===== src/aes_wrap_pkg.sv =====
package aes_wrap_pkg;

  // ==================================================
  // Widths
  // ==================================================
  localparam int DATA_W         = 32;
  localparam int ADDR_W         = 8;
  localparam int KV_ENTRY_W     = 5;
  localparam int NUM_SEED_WORDS = 9;
  localparam int KEY_WORDS      = 8;
  localparam int DATA_IN_WORDS  = 4;

  // Bus word and byte address
  typedef logic [DATA_W-1:0] word_t;
  typedef logic [ADDR_W-1:0] addr_t;

  // Full seed, word 0 in the low bits
  typedef logic [NUM_SEED_WORDS*DATA_W-1:0] seed_t;

  // Sideload key, word 0 in the low bits
  typedef logic [KEY_WORDS*DATA_W-1:0] key_t;

  // Key-vault slot index
  typedef logic [KV_ENTRY_W-1:0] kv_entry_t;

  // ==================================================
  // Register map
  // ==================================================
  // Bit 0 enables the data-in byte swap
  localparam addr_t ADDR_CTRL0         = 8'h00;
  // Bit 0 read enable, bits 5:1 entry
  localparam addr_t ADDR_KEY_CTRL      = 8'h04;
  // Bit 0 ready, bit 1 valid
  localparam addr_t ADDR_KEY_STATUS    = 8'h08;
  localparam addr_t ADDR_DATA_IN0      = 8'h10;
  localparam addr_t ADDR_DATA_IN_LAST  = 8'h1C;
  localparam addr_t ADDR_SEED0         = 8'h20;
  localparam addr_t ADDR_SEED_LAST     = 8'h40;

  // Single-cycle request, no hold
  typedef struct packed {
    logic  valid;
    logic  write;
    addr_t addr;
    word_t wdata;
  } cif_req_t;

  typedef struct packed {
    word_t rdata;
    logic  error;
  } cif_rsp_t;

endpackage


===== src/aes_req_mux.sv =====
`timescale 1ns/1ps

module aes_req_mux (
  input  aes_wrap_pkg::cif_req_t host_req_i,
  input  aes_wrap_pkg::cif_req_t dma_req_i,
  input  logic                   endian_swap_i,
  input  aes_wrap_pkg::word_t    reg_rdata_i,
  output aes_wrap_pkg::cif_rsp_t host_rsp_o,
  output aes_wrap_pkg::cif_rsp_t dma_rsp_o,
  output aes_wrap_pkg::cif_req_t reg_req_o
);
  import aes_wrap_pkg::*;

  localparam int NUM_BYTES = DATA_W / 8;

  cif_req_t sel_req;
  logic     collision;
  logic     in_data_window;
  logic     swap_en;
  word_t    rdata_out;

  // Reverse byte order within one word
  function automatic word_t byte_rev(input word_t w);
    word_t r;
    for (int b = 0; b < NUM_BYTES; b++) begin
      r[b*8 +: 8] = w[(NUM_BYTES-1-b)*8 +: 8];
    end
    return r;
  endfunction

  // ==================================================
  // Request merge
  // ==================================================
  // DMA wins when both ports ask
  assign sel_req   = dma_req_i.valid ? dma_req_i : host_req_i;
  assign collision = dma_req_i.valid && host_req_i.valid;

  // Swap only inside the data-in window
  assign in_data_window = (sel_req.addr >= ADDR_DATA_IN0) &&
                          (sel_req.addr <= ADDR_DATA_IN_LAST);
  assign swap_en = sel_req.valid && endian_swap_i && in_data_window;

  always_comb begin
    reg_req_o       = sel_req;
    reg_req_o.wdata = swap_en ? byte_rev(sel_req.wdata) : sel_req.wdata;
  end

  // Read data back out, same swap decision
  assign rdata_out = swap_en ? byte_rev(reg_rdata_i) : reg_rdata_i;

  // ==================================================
  // Responses
  // ==================================================
  always_comb begin
    dma_rsp_o.rdata  = dma_req_i.valid ? rdata_out : '0;
    dma_rsp_o.error  = collision;
    // Host gets data only when its request was the one served
    host_rsp_o.rdata = (host_req_i.valid && !dma_req_i.valid) ? rdata_out : '0;
    host_rsp_o.error = collision;
  end

endmodule


===== src/aes_wrap_regs.sv =====
`timescale 1ns/1ps

module aes_wrap_regs #(
  parameter int NUM_SEED = aes_wrap_pkg::NUM_SEED_WORDS
) (
  input  logic                      clk,
  input  logic                      reset_n,
  input  aes_wrap_pkg::cif_req_t    reg_req_i,
  input  logic                      kv_ready_i,
  input  logic                      key_done_i,
  output aes_wrap_pkg::word_t       reg_rdata_o,
  output logic                      endian_swap_o,
  output logic                      key_read_en_o,
  output aes_wrap_pkg::kv_entry_t   key_read_entry_o,
  output logic [NUM_SEED-1:0]       seed_wr_o,
  output aes_wrap_pkg::seed_t       seed_state_o
);
  import aes_wrap_pkg::*;

  logic       wr_en;
  logic       ctrl0_hit;
  logic       key_ctrl_hit;
  logic       key_status_hit;
  logic       data_in_hit;
  logic       seed_hit;
  logic [1:0] data_in_idx;
  logic [3:0] seed_idx;

  logic       swap_q;
  logic       read_en_q;
  kv_entry_t  entry_q;
  logic       key_valid_q;
  word_t      data_in_q [DATA_IN_WORDS];
  seed_t      seed_q;

  // ==================================================
  // Address decode
  // ==================================================
  assign wr_en          = reg_req_i.valid && reg_req_i.write;
  assign ctrl0_hit      = reg_req_i.addr == ADDR_CTRL0;
  assign key_ctrl_hit   = reg_req_i.addr == ADDR_KEY_CTRL;
  assign key_status_hit = reg_req_i.addr == ADDR_KEY_STATUS;
  // Word-aligned windows only
  assign data_in_hit = (reg_req_i.addr >= ADDR_DATA_IN0) &&
                       (reg_req_i.addr <= ADDR_DATA_IN_LAST) &&
                       (reg_req_i.addr[1:0] == 2'b00);
  assign seed_hit    = (reg_req_i.addr >= ADDR_SEED0) &&
                       (reg_req_i.addr <= ADDR_SEED_LAST) &&
                       (reg_req_i.addr[1:0] == 2'b00);
  assign data_in_idx = reg_req_i.addr[3:2];
  assign seed_idx    = 4'((reg_req_i.addr - ADDR_SEED0) >> 2);

  // Control and key status
  always_ff @(posedge clk or negedge reset_n) begin
    if (!reset_n) begin
      swap_q      <= 1'b0;
      read_en_q   <= 1'b0;
      entry_q     <= '0;
      key_valid_q <= 1'b0;
    end else begin
      // Read enable dropped while the loader is busy
      read_en_q <= wr_en && key_ctrl_hit && reg_req_i.wdata[0] && kv_ready_i;
      if (wr_en && ctrl0_hit) begin
        swap_q <= reg_req_i.wdata[0];
      end
      if (wr_en && key_ctrl_hit && kv_ready_i) begin
        entry_q <= reg_req_i.wdata[KV_ENTRY_W:1];
      end
      // New request clears valid, done sets it
      if (read_en_q) begin
        key_valid_q <= 1'b0;
      end else if (key_done_i) begin
        key_valid_q <= 1'b1;
      end
    end
  end

  // Data-in and seed storage
  always_ff @(posedge clk) begin
    if (wr_en && data_in_hit) begin
      data_in_q[data_in_idx] <= reg_req_i.wdata;
    end
    if (wr_en && seed_hit) begin
      seed_q[seed_idx*DATA_W +: DATA_W] <= reg_req_i.wdata;
    end
  end

  // One strobe bit per seed word written this cycle
  always_comb begin
    for (int i = 0; i < NUM_SEED; i++) begin
      seed_wr_o[i] = wr_en && seed_hit && (seed_idx == i);
    end
  end

  // ==================================================
  // Read mux
  // ==================================================
  always_comb begin
    reg_rdata_o = '0;
    if (ctrl0_hit) begin
      reg_rdata_o = word_t'(swap_q);
    end else if (key_ctrl_hit) begin
      reg_rdata_o = word_t'({entry_q, read_en_q});
    end else if (key_status_hit) begin
      reg_rdata_o = word_t'({key_valid_q, kv_ready_i});
    end else if (data_in_hit) begin
      reg_rdata_o = data_in_q[data_in_idx];
    end else if (seed_hit) begin
      reg_rdata_o = seed_q[seed_idx*DATA_W +: DATA_W];
    end
  end

  assign endian_swap_o    = swap_q;
  assign key_read_en_o    = read_en_q;
  assign key_read_entry_o = entry_q;
  assign seed_state_o     = seed_q;

endmodule


===== src/aes_seed_tracker.sv =====
`timescale 1ns/1ps

module aes_seed_tracker #(
  parameter int NUM_WORDS = aes_wrap_pkg::NUM_SEED_WORDS
) (
  input  logic                 clk,
  input  logic                 reset_n,
  input  logic [NUM_WORDS-1:0] seed_wr_i,
  input  aes_wrap_pkg::seed_t  seed_state_i,
  output logic                 seed_load_o,
  output aes_wrap_pkg::seed_t  seed_o
);
  import aes_wrap_pkg::*;

  logic [NUM_WORDS-1:0] written_q;
  logic                 all_written;
  logic                 load_q;
  seed_t                seed_q;

  // Every word seen at least once
  assign all_written = &written_q;

  // Flags restart when the load fires, a write that cycle is dropped
  always_ff @(posedge clk or negedge reset_n) begin
    if (!reset_n) begin
      written_q <= '0;
      load_q    <= 1'b0;
    end else begin
      written_q <= all_written ? '0 : (written_q | seed_wr_i);
      load_q    <= all_written;
    end
  end

  // Snapshot so the seed holds during the load pulse
  always_ff @(posedge clk) begin
    if (all_written) begin
      seed_q <= seed_state_i;
    end
  end

  assign seed_load_o = load_q;
  assign seed_o      = seed_q;

endmodule


===== src/aes_key_loader.sv =====
`timescale 1ns/1ps

module aes_key_loader #(
  parameter int NUM_KEY_WORDS = aes_wrap_pkg::KEY_WORDS
) (
  input  logic                    clk,
  input  logic                    reset_n,
  input  logic                    clear_secrets_i,
  input  logic                    key_read_en_i,
  input  aes_wrap_pkg::kv_entry_t key_read_entry_i,
  input  logic                    kv_wr_en_i,
  input  logic [2:0]              kv_offset_i,
  input  aes_wrap_pkg::word_t     kv_data_i,
  input  logic                    kv_done_i,
  output logic                    kv_req_o,
  output aes_wrap_pkg::kv_entry_t kv_entry_o,
  output logic                    kv_ready_o,
  output logic                    key_done_o,
  output logic                    key_valid_o,
  output aes_wrap_pkg::key_t      key_o
);
  import aes_wrap_pkg::*;

  localparam int NUM_BYTES = DATA_W / 8;

  typedef enum logic [1:0] {
    ST_IDLE,
    ST_REQ,
    ST_LOAD
  } state_e;

  state_e    state_q;
  kv_entry_t entry_q;
  logic [NUM_KEY_WORDS-1:0][NUM_BYTES-1:0][7:0] capture_q;
  logic [NUM_KEY_WORDS-1:0][NUM_BYTES-1:0][7:0] capture_d;
  logic      key_valid_q;
  key_t      key_q;

  // ==================================================
  // Request FSM
  // ==================================================
  always_ff @(posedge clk or negedge reset_n) begin
    if (!reset_n) begin
      state_q <= ST_IDLE;
      entry_q <= '0;
    end else begin
      case (state_q)
        ST_IDLE: begin
          if (key_read_en_i) begin
            entry_q <= key_read_entry_i;
            state_q <= ST_REQ;
          end
        end
        // Single request cycle to the vault
        ST_REQ:  state_q <= ST_LOAD;
        // Stream length varies, done ends it
        ST_LOAD: begin
          if (kv_done_i) begin
            state_q <= ST_IDLE;
          end
        end
        default: state_q <= ST_IDLE;
      endcase
    end
  end

  assign kv_req_o   = state_q == ST_REQ;
  assign kv_entry_o = entry_q;
  assign kv_ready_o = state_q == ST_IDLE;
  assign key_done_o = (state_q == ST_LOAD) && kv_done_i;

  // Byte b of the stored word comes from byte 3-b of the vault word
  always_comb begin
    capture_d = capture_q;
    if (kv_wr_en_i && (state_q == ST_LOAD)) begin
      for (int b = 0; b < NUM_BYTES; b++) begin
        capture_d[kv_offset_i][b] = kv_data_i[(NUM_BYTES-1-b)*8 +: 8];
      end
    end
  end

  always_ff @(posedge clk or negedge reset_n) begin
    if (!reset_n) begin
      capture_q <= '0;
    end else if (clear_secrets_i) begin
      capture_q <= '0;
    end else begin
      capture_q <= capture_d;
    end
  end

  // ==================================================
  // Sideload key
  // ==================================================
  always_ff @(posedge clk or negedge reset_n) begin
    if (!reset_n) begin
      key_valid_q <= 1'b0;
      key_q       <= '0;
    end else if (key_read_en_i || clear_secrets_i) begin
      // Old key invalid on a new request or a wipe
      key_valid_q <= 1'b0;
      key_q       <= '0;
    end else if (key_done_o) begin
      key_valid_q <= 1'b1;
      key_q       <= capture_d;
    end
  end

  assign key_valid_o = key_valid_q;
  assign key_o       = key_q;

endmodule


===== src/aes_wrap_top.sv =====
`timescale 1ns/1ps

module aes_wrap_top #(
  parameter int NUM_SEED_WORDS = aes_wrap_pkg::NUM_SEED_WORDS,
  parameter int KEY_WORDS      = aes_wrap_pkg::KEY_WORDS
) (
  input  logic                    clk,
  input  logic                    reset_n,
  // Register ports
  input  aes_wrap_pkg::cif_req_t  host_req_i,
  output aes_wrap_pkg::cif_rsp_t  host_rsp_o,
  input  aes_wrap_pkg::cif_req_t  dma_req_i,
  output aes_wrap_pkg::cif_rsp_t  dma_rsp_o,
  // Key vault
  input  logic                    clear_secrets_i,
  output logic                    kv_req_o,
  output aes_wrap_pkg::kv_entry_t kv_entry_o,
  input  logic                    kv_wr_en_i,
  input  logic [2:0]              kv_offset_i,
  input  aes_wrap_pkg::word_t     kv_data_i,
  input  logic                    kv_done_i,
  // Sideload key and seed
  output logic                    key_valid_o,
  output aes_wrap_pkg::key_t      key_o,
  output logic                    seed_load_o,
  output aes_wrap_pkg::seed_t     seed_o
);
  import aes_wrap_pkg::*;

  cif_req_t                reg_req;
  word_t                   reg_rdata;
  logic                    endian_swap;
  logic                    key_read_en;
  kv_entry_t               key_read_entry;
  logic                    kv_ready;
  logic                    key_done;
  logic [NUM_SEED_WORDS-1:0] seed_wr;
  seed_t                   seed_state;

  aes_req_mux u_req_mux (
    .host_req_i    (host_req_i),
    .dma_req_i     (dma_req_i),
    .endian_swap_i (endian_swap),
    .reg_rdata_i   (reg_rdata),
    .host_rsp_o    (host_rsp_o),
    .dma_rsp_o     (dma_rsp_o),
    .reg_req_o     (reg_req)
  );

  aes_wrap_regs #(
    .NUM_SEED (NUM_SEED_WORDS)
  ) u_regs (
    .clk              (clk),
    .reset_n          (reset_n),
    .reg_req_i        (reg_req),
    .kv_ready_i       (kv_ready),
    .key_done_i       (key_done),
    .reg_rdata_o      (reg_rdata),
    .endian_swap_o    (endian_swap),
    .key_read_en_o    (key_read_en),
    .key_read_entry_o (key_read_entry),
    .seed_wr_o        (seed_wr),
    .seed_state_o     (seed_state)
  );

  aes_seed_tracker #(
    .NUM_WORDS (NUM_SEED_WORDS)
  ) u_seed_tracker (
    .clk          (clk),
    .reset_n      (reset_n),
    .seed_wr_i    (seed_wr),
    .seed_state_i (seed_state),
    .seed_load_o  (seed_load_o),
    .seed_o       (seed_o)
  );

  aes_key_loader #(
    .NUM_KEY_WORDS (KEY_WORDS)
  ) u_key_loader (
    .clk              (clk),
    .reset_n          (reset_n),
    .clear_secrets_i  (clear_secrets_i),
    .key_read_en_i    (key_read_en),
    .key_read_entry_i (key_read_entry),
    .kv_wr_en_i       (kv_wr_en_i),
    .kv_offset_i      (kv_offset_i),
    .kv_data_i        (kv_data_i),
    .kv_done_i        (kv_done_i),
    .kv_req_o         (kv_req_o),
    .kv_entry_o       (kv_entry_o),
    .kv_ready_o       (kv_ready),
    .key_done_o       (key_done),
    .key_valid_o      (key_valid_o),
    .key_o            (key_o)
  );

endmodule


===== config.mk =====
export PLATFORM = sky130hd
export DESIGN_NAME = aes_wrap_top
export DESIGN_NICKNAME = d
export VERILOG_FILES = /design/src/aes_wrap_pkg.sv /design/src/aes_req_mux.sv /design/src/aes_wrap_regs.sv /design/src/aes_seed_tracker.sv /design/src/aes_key_loader.sv /design/src/aes_wrap_top.sv
export SDC_FILE = /design/constraint.sdc
export NUM_CORES = 2
export LEC_CHECK = 0
export BUFFER_PORTS_ARGS = -buffer_cell sky130_fd_sc_hd__buf_2
export CORE_ASPECT_RATIO = 1.25
export CORE_MARGIN = 1.5
export CORE_UTILIZATION = 39
export CTS_BUF_LIST = sky130_fd_sc_hd__clkbuf_4 sky130_fd_sc_hd__clkbuf_8
export CTS_CLUSTER_SIZE = 12
export DETAILED_ROUTE_END_ITERATION = 8
export PLACE_DENSITY = 0.63
export SLEW_MARGIN = 15
export SYNTH_ARGS = -nofsm -noshare
export SYNTH_HDL_FRONTEND = slang
export SYNTH_SLANG_ARGS = --single-unit

===== constraint.sdc =====
create_clock -name clk -period 22.7 [get_ports clk]
set_clock_uncertainty 0.15 [all_clocks]
set_input_delay 4.54 -clock clk [delete_from_list [all_inputs] [get_ports clk]]
set_output_delay 4.54 -clock clk [all_outputs]
set_load 0.02 [all_outputs]

==> metrics.md <==
| Metric | Value |
|---|---|
| Synth warnings | 0 |
| Sequential cell area fraction in the yosys report | 70.8% |
| Post-layout minimum cycle time | 14.30 ns |
| Most common cell after layout, fill and taps aside | buf_2 |
| Most instantiated flip-flop cell in the synthesis netlist | edfxtp_1 |
| Filler cells | 11220 |
| Final number of max-transition violations | 0 |
| Count of hold-fix buffers inserted at cts | 0 |
| Vias/cell | 5.43 |
| Floorplan die height | 399 microns |
| Most frequent cells in the layout | 738 x buf_2, 704 x edfxtp_1, 592 x nor2_1, 538 x dfrtp_1, 393 x mux2i_1 |
| Critical-path cell list | buf_4 -> buf_4 -> nand2_1 -> and2_1 -> inv_2 -> ha_1 -> nand2b_1 -> o21ai_0 -> or4_4 -> o211a_2 -> and2_1 -> a22o_1 -> buf_2 |
| CTS HTree Levels | 4 |
| Startpoint Class | input pin |
| CTS tree | yes |
| Largest fanout of any net on the critical path | 42 |
| First DRT Iteration DRCs | 3388 |
| First-pass GRT wire length | 230000 microns |
| PortBufs | 741 |
| Async SR Flop Fraction | 43.3% |
| Area of the core region | 125000 sq um |
| Initial antenna violation count | 14 |
| Area overhead of the layout relative to synthesis | 18.7% |
| Final worst hold slack | 0.276 ns |
| Remaining number of nets flagged by the antenna check after routing | 0 |
| Initial core utilization | 39.2% |
| Worst stage delay on the critical path | 0.85 ns |
| Count of endpoints failing hold in the final timing report | 0 |
| Leftover overflow at the end of global routing | 0 |
| Die Footprint | 127000 sq um |
| Area of placed instances | 54100 sq um |
| Final RePlAce weighted congestion | 0.945 |
| Number of detailed-route iterations in the first pass | 6 |
| Overall power consumption | 4.49 mW |
| Total setup buffers inserted after CTS | 0 |
| Final Core Density | 46.5% |
| Reg-to-reg slack, setup | 19.52 ns |
| Number of nets in the finished design | 4468 |
| Cell area after synthesis | 48900 sq um |
| Setup repair after global routing missed its margin | no |
| Cells after synthesis | 3609 |
| HPWL Detailed | 113000 microns |
| Power per cell area | 77.5 nW/um^2 |
| Proportion of layout cells with a drive suffix above 1 | 27.4% |
| Clock latency reported for the late side of the worst-skew pair | 0.90 ns |
| Average routed wire per standard cell | 26.7 microns |
| Required time worst endpoint | 18.01 ns |
| Fmax | 69.9 MHz |
| Peak supply drop | 0.0000512 V |
| Hold/Removal Path Class | reg -> reg |
| Buffer cell driving the clock tree root | clkbuf_8 |
| Arrival time reported for the critical path endpoint | 9.61 ns |
| TritonCTS Buffers | 191 |
| Wirelength, routed | 163000 microns |
| Leak pwr | 25.8 nW |
| Number of sinks handled by clock tree synthesis | 1242 |
| Number of remaining DRC errors | 0 |
| Final cycle utilization of the critical path | 63.0% |
| Post-route cell area | 58000 sq um |
| Accumulated negative setup slack | 0 ns |
| Cell at the slowest stage of the critical path | and2_1 |
| Post-synthesis register bit count | 1242 |
| Routed via count | 33198 |
| Worst-case headroom to the max-slew limit | 16.7% |
| Cell Rows | 145 |
| Count of maximum capacitance violations | 0 |
| Synthesized Nets | 3738 |
| Number of buffers on the longest clock path | 3 |
| Vias in the first global route | 32459 |
| Horiz. Die Dim | 320 microns |
| Slew at the pin closest to its max-slew limit | 1.23 ns |
| Number of distinct library cells after synthesis | 69 |
| Type of destination of the critical path | primary output |
| Avg Inst Size Synth | 13.5 sq um |
| Number of resized instances in the post-cts repair step | 0 |
| Number of top-level design ports | 742 |
| Pin count of the biggest net entering global routing | 184 |
| Final setup vio count | 0 |
| Outcome | finished clean |
| Clock transition at the registers of the reported paths | 0.06 ns |
| Category of the most critical setup path | in -> out |
| EDFF count, synth | 704 |
| Total track usage | 25.0% |
-- sequential cells by signal, summed over array words and instances (netlist names) --
name and count:
u_seed_tracker.written_q 9, u_key_loader.kv_entry_o 5, u_regs.seed_state_o 288, u_seed_tracker.seed_load_o 1, u_regs.data_in_q 128, u_seed_tracker.seed_o 288
u_regs.endian_swap_o 1, u_key_loader.key_o 256, u_regs.key_valid_q 1, u_regs.key_read_en_o 1, u_key_loader.key_valid_o 1, u_key_loader.capture_q 256
u_regs.key_read_entry_o 5, u_key_loader.state_q 2
-- through the flow --
step / setup slack (ns) / instances
after detailed placement: 8.55 / 5763
after CTS: 8.55 / 6102
after global placement: 8.62 / 5763
after global routing: 8.10 / 6104
after floorplan: 0.0580 / 3609
final: 8.40 / 6110
-- power by group --
group | internal (mW) | switching [mW]
clock network | 1.00 | 0.888
logic | 0.0546 | 0.166
registers | 2.38 | 0.00231
-- cell usage after synthesis (6+ instances only) --
cell	n	area (sq um)
edfxtp_1	704	21100
o21ai_0	268	1340
mux2_4	11	165
nor3_1	15	75.1
and3_1	6	37.5
o31ai_1	7	52.6
a22o_1	69	604
a221oi_1	32	280
a221o_1	6	60.1
nand2b_1	8	50.1
inv_1	36	135
and2_1	13	81.3
mux2i_1	393	3930
nand2_1	360	1350
buf_4	14	105
mux4_2	41	923
buf_2	25	125
dfrtp_1	538	13500
nor2b_1	13	81.3
buf_6	10	113
a32o_1	16	160
o41ai_1	12	105
nor2_1	599	2250
a21oi_1	64	320
o21bai_1	6	45.0
buf_1	26	97.6
nand3_1	19	95.1
clkbuf_1	191	717
mux2_2	28	315
-- path summary, 6_finish.rpt --
path / from / to / depth (start not counted)
hold / removal: u_regs.seed_state_o[219] / u_seed_tracker.seed_o[219] / 0
max in group asynchronous: reset_n / u_key_loader.key_o[99] / 3
setup reg to reg: u_regs.endian_swap_o / u_regs.data_in_q[2][13] / 5
setup / recovery: dma_req_i[41] / host_rsp_o[7] / 13
hold reg to reg: u_regs.seed_state_o[219] / u_seed_tracker.seed_o[219] / 0
min in group asynchronous: reset_n / u_key_loader.key_o[181] / 1
-- layer usage --
metal  GRT usage [%]  wire [microns]  up-vias
li1                -               -    14311
met1            28.5           58200    16697
met2            41.9           79900     1808
met3            7.38           15300      372
met4            14.6            9920       10
met5               0              64        -
-- critical path: cells and delay by family --
kind	cells	cell delay, ns
simple gates	5	2.39
buf+inv	4	1.22
compound gates	3	1.14
fa+ha+maj	1	0.24
-- final cells by class --
class	count	area [sq um]	area share [%]
tap	1617	2020	3.49
inverter	38	150	0.259
timing repair buffer	804	4240	7.31
clock buffer	270	3400	5.86
antenna	8	20.0	0.0345
multi-input combinational	2062	13100	22.6
sequential	1242	34600	59.7
clock inverter	69	477	0.822
-- kinds of logic (layout without fill, tap and decap cells) --
kind of cell | count (synthesis) | after routing | synth area share [%]
DFF | 1242 | 1242 | 70.8
and+or+nand+nor | 1068 | 1068 | 8.78
AOI/OAI and AO/OA | 514 | 514 | 6.63
muxes | 474 | 474 | 11.0
buffers and inverters | 305 | 1181 | 2.67
adders and majority gates | 5 | 5 | 0.128
xor gates and xnor gates | 1 | 1 | 0.0179
other | 0 | 8 | 0
Power figures use the tool's default switching activity.
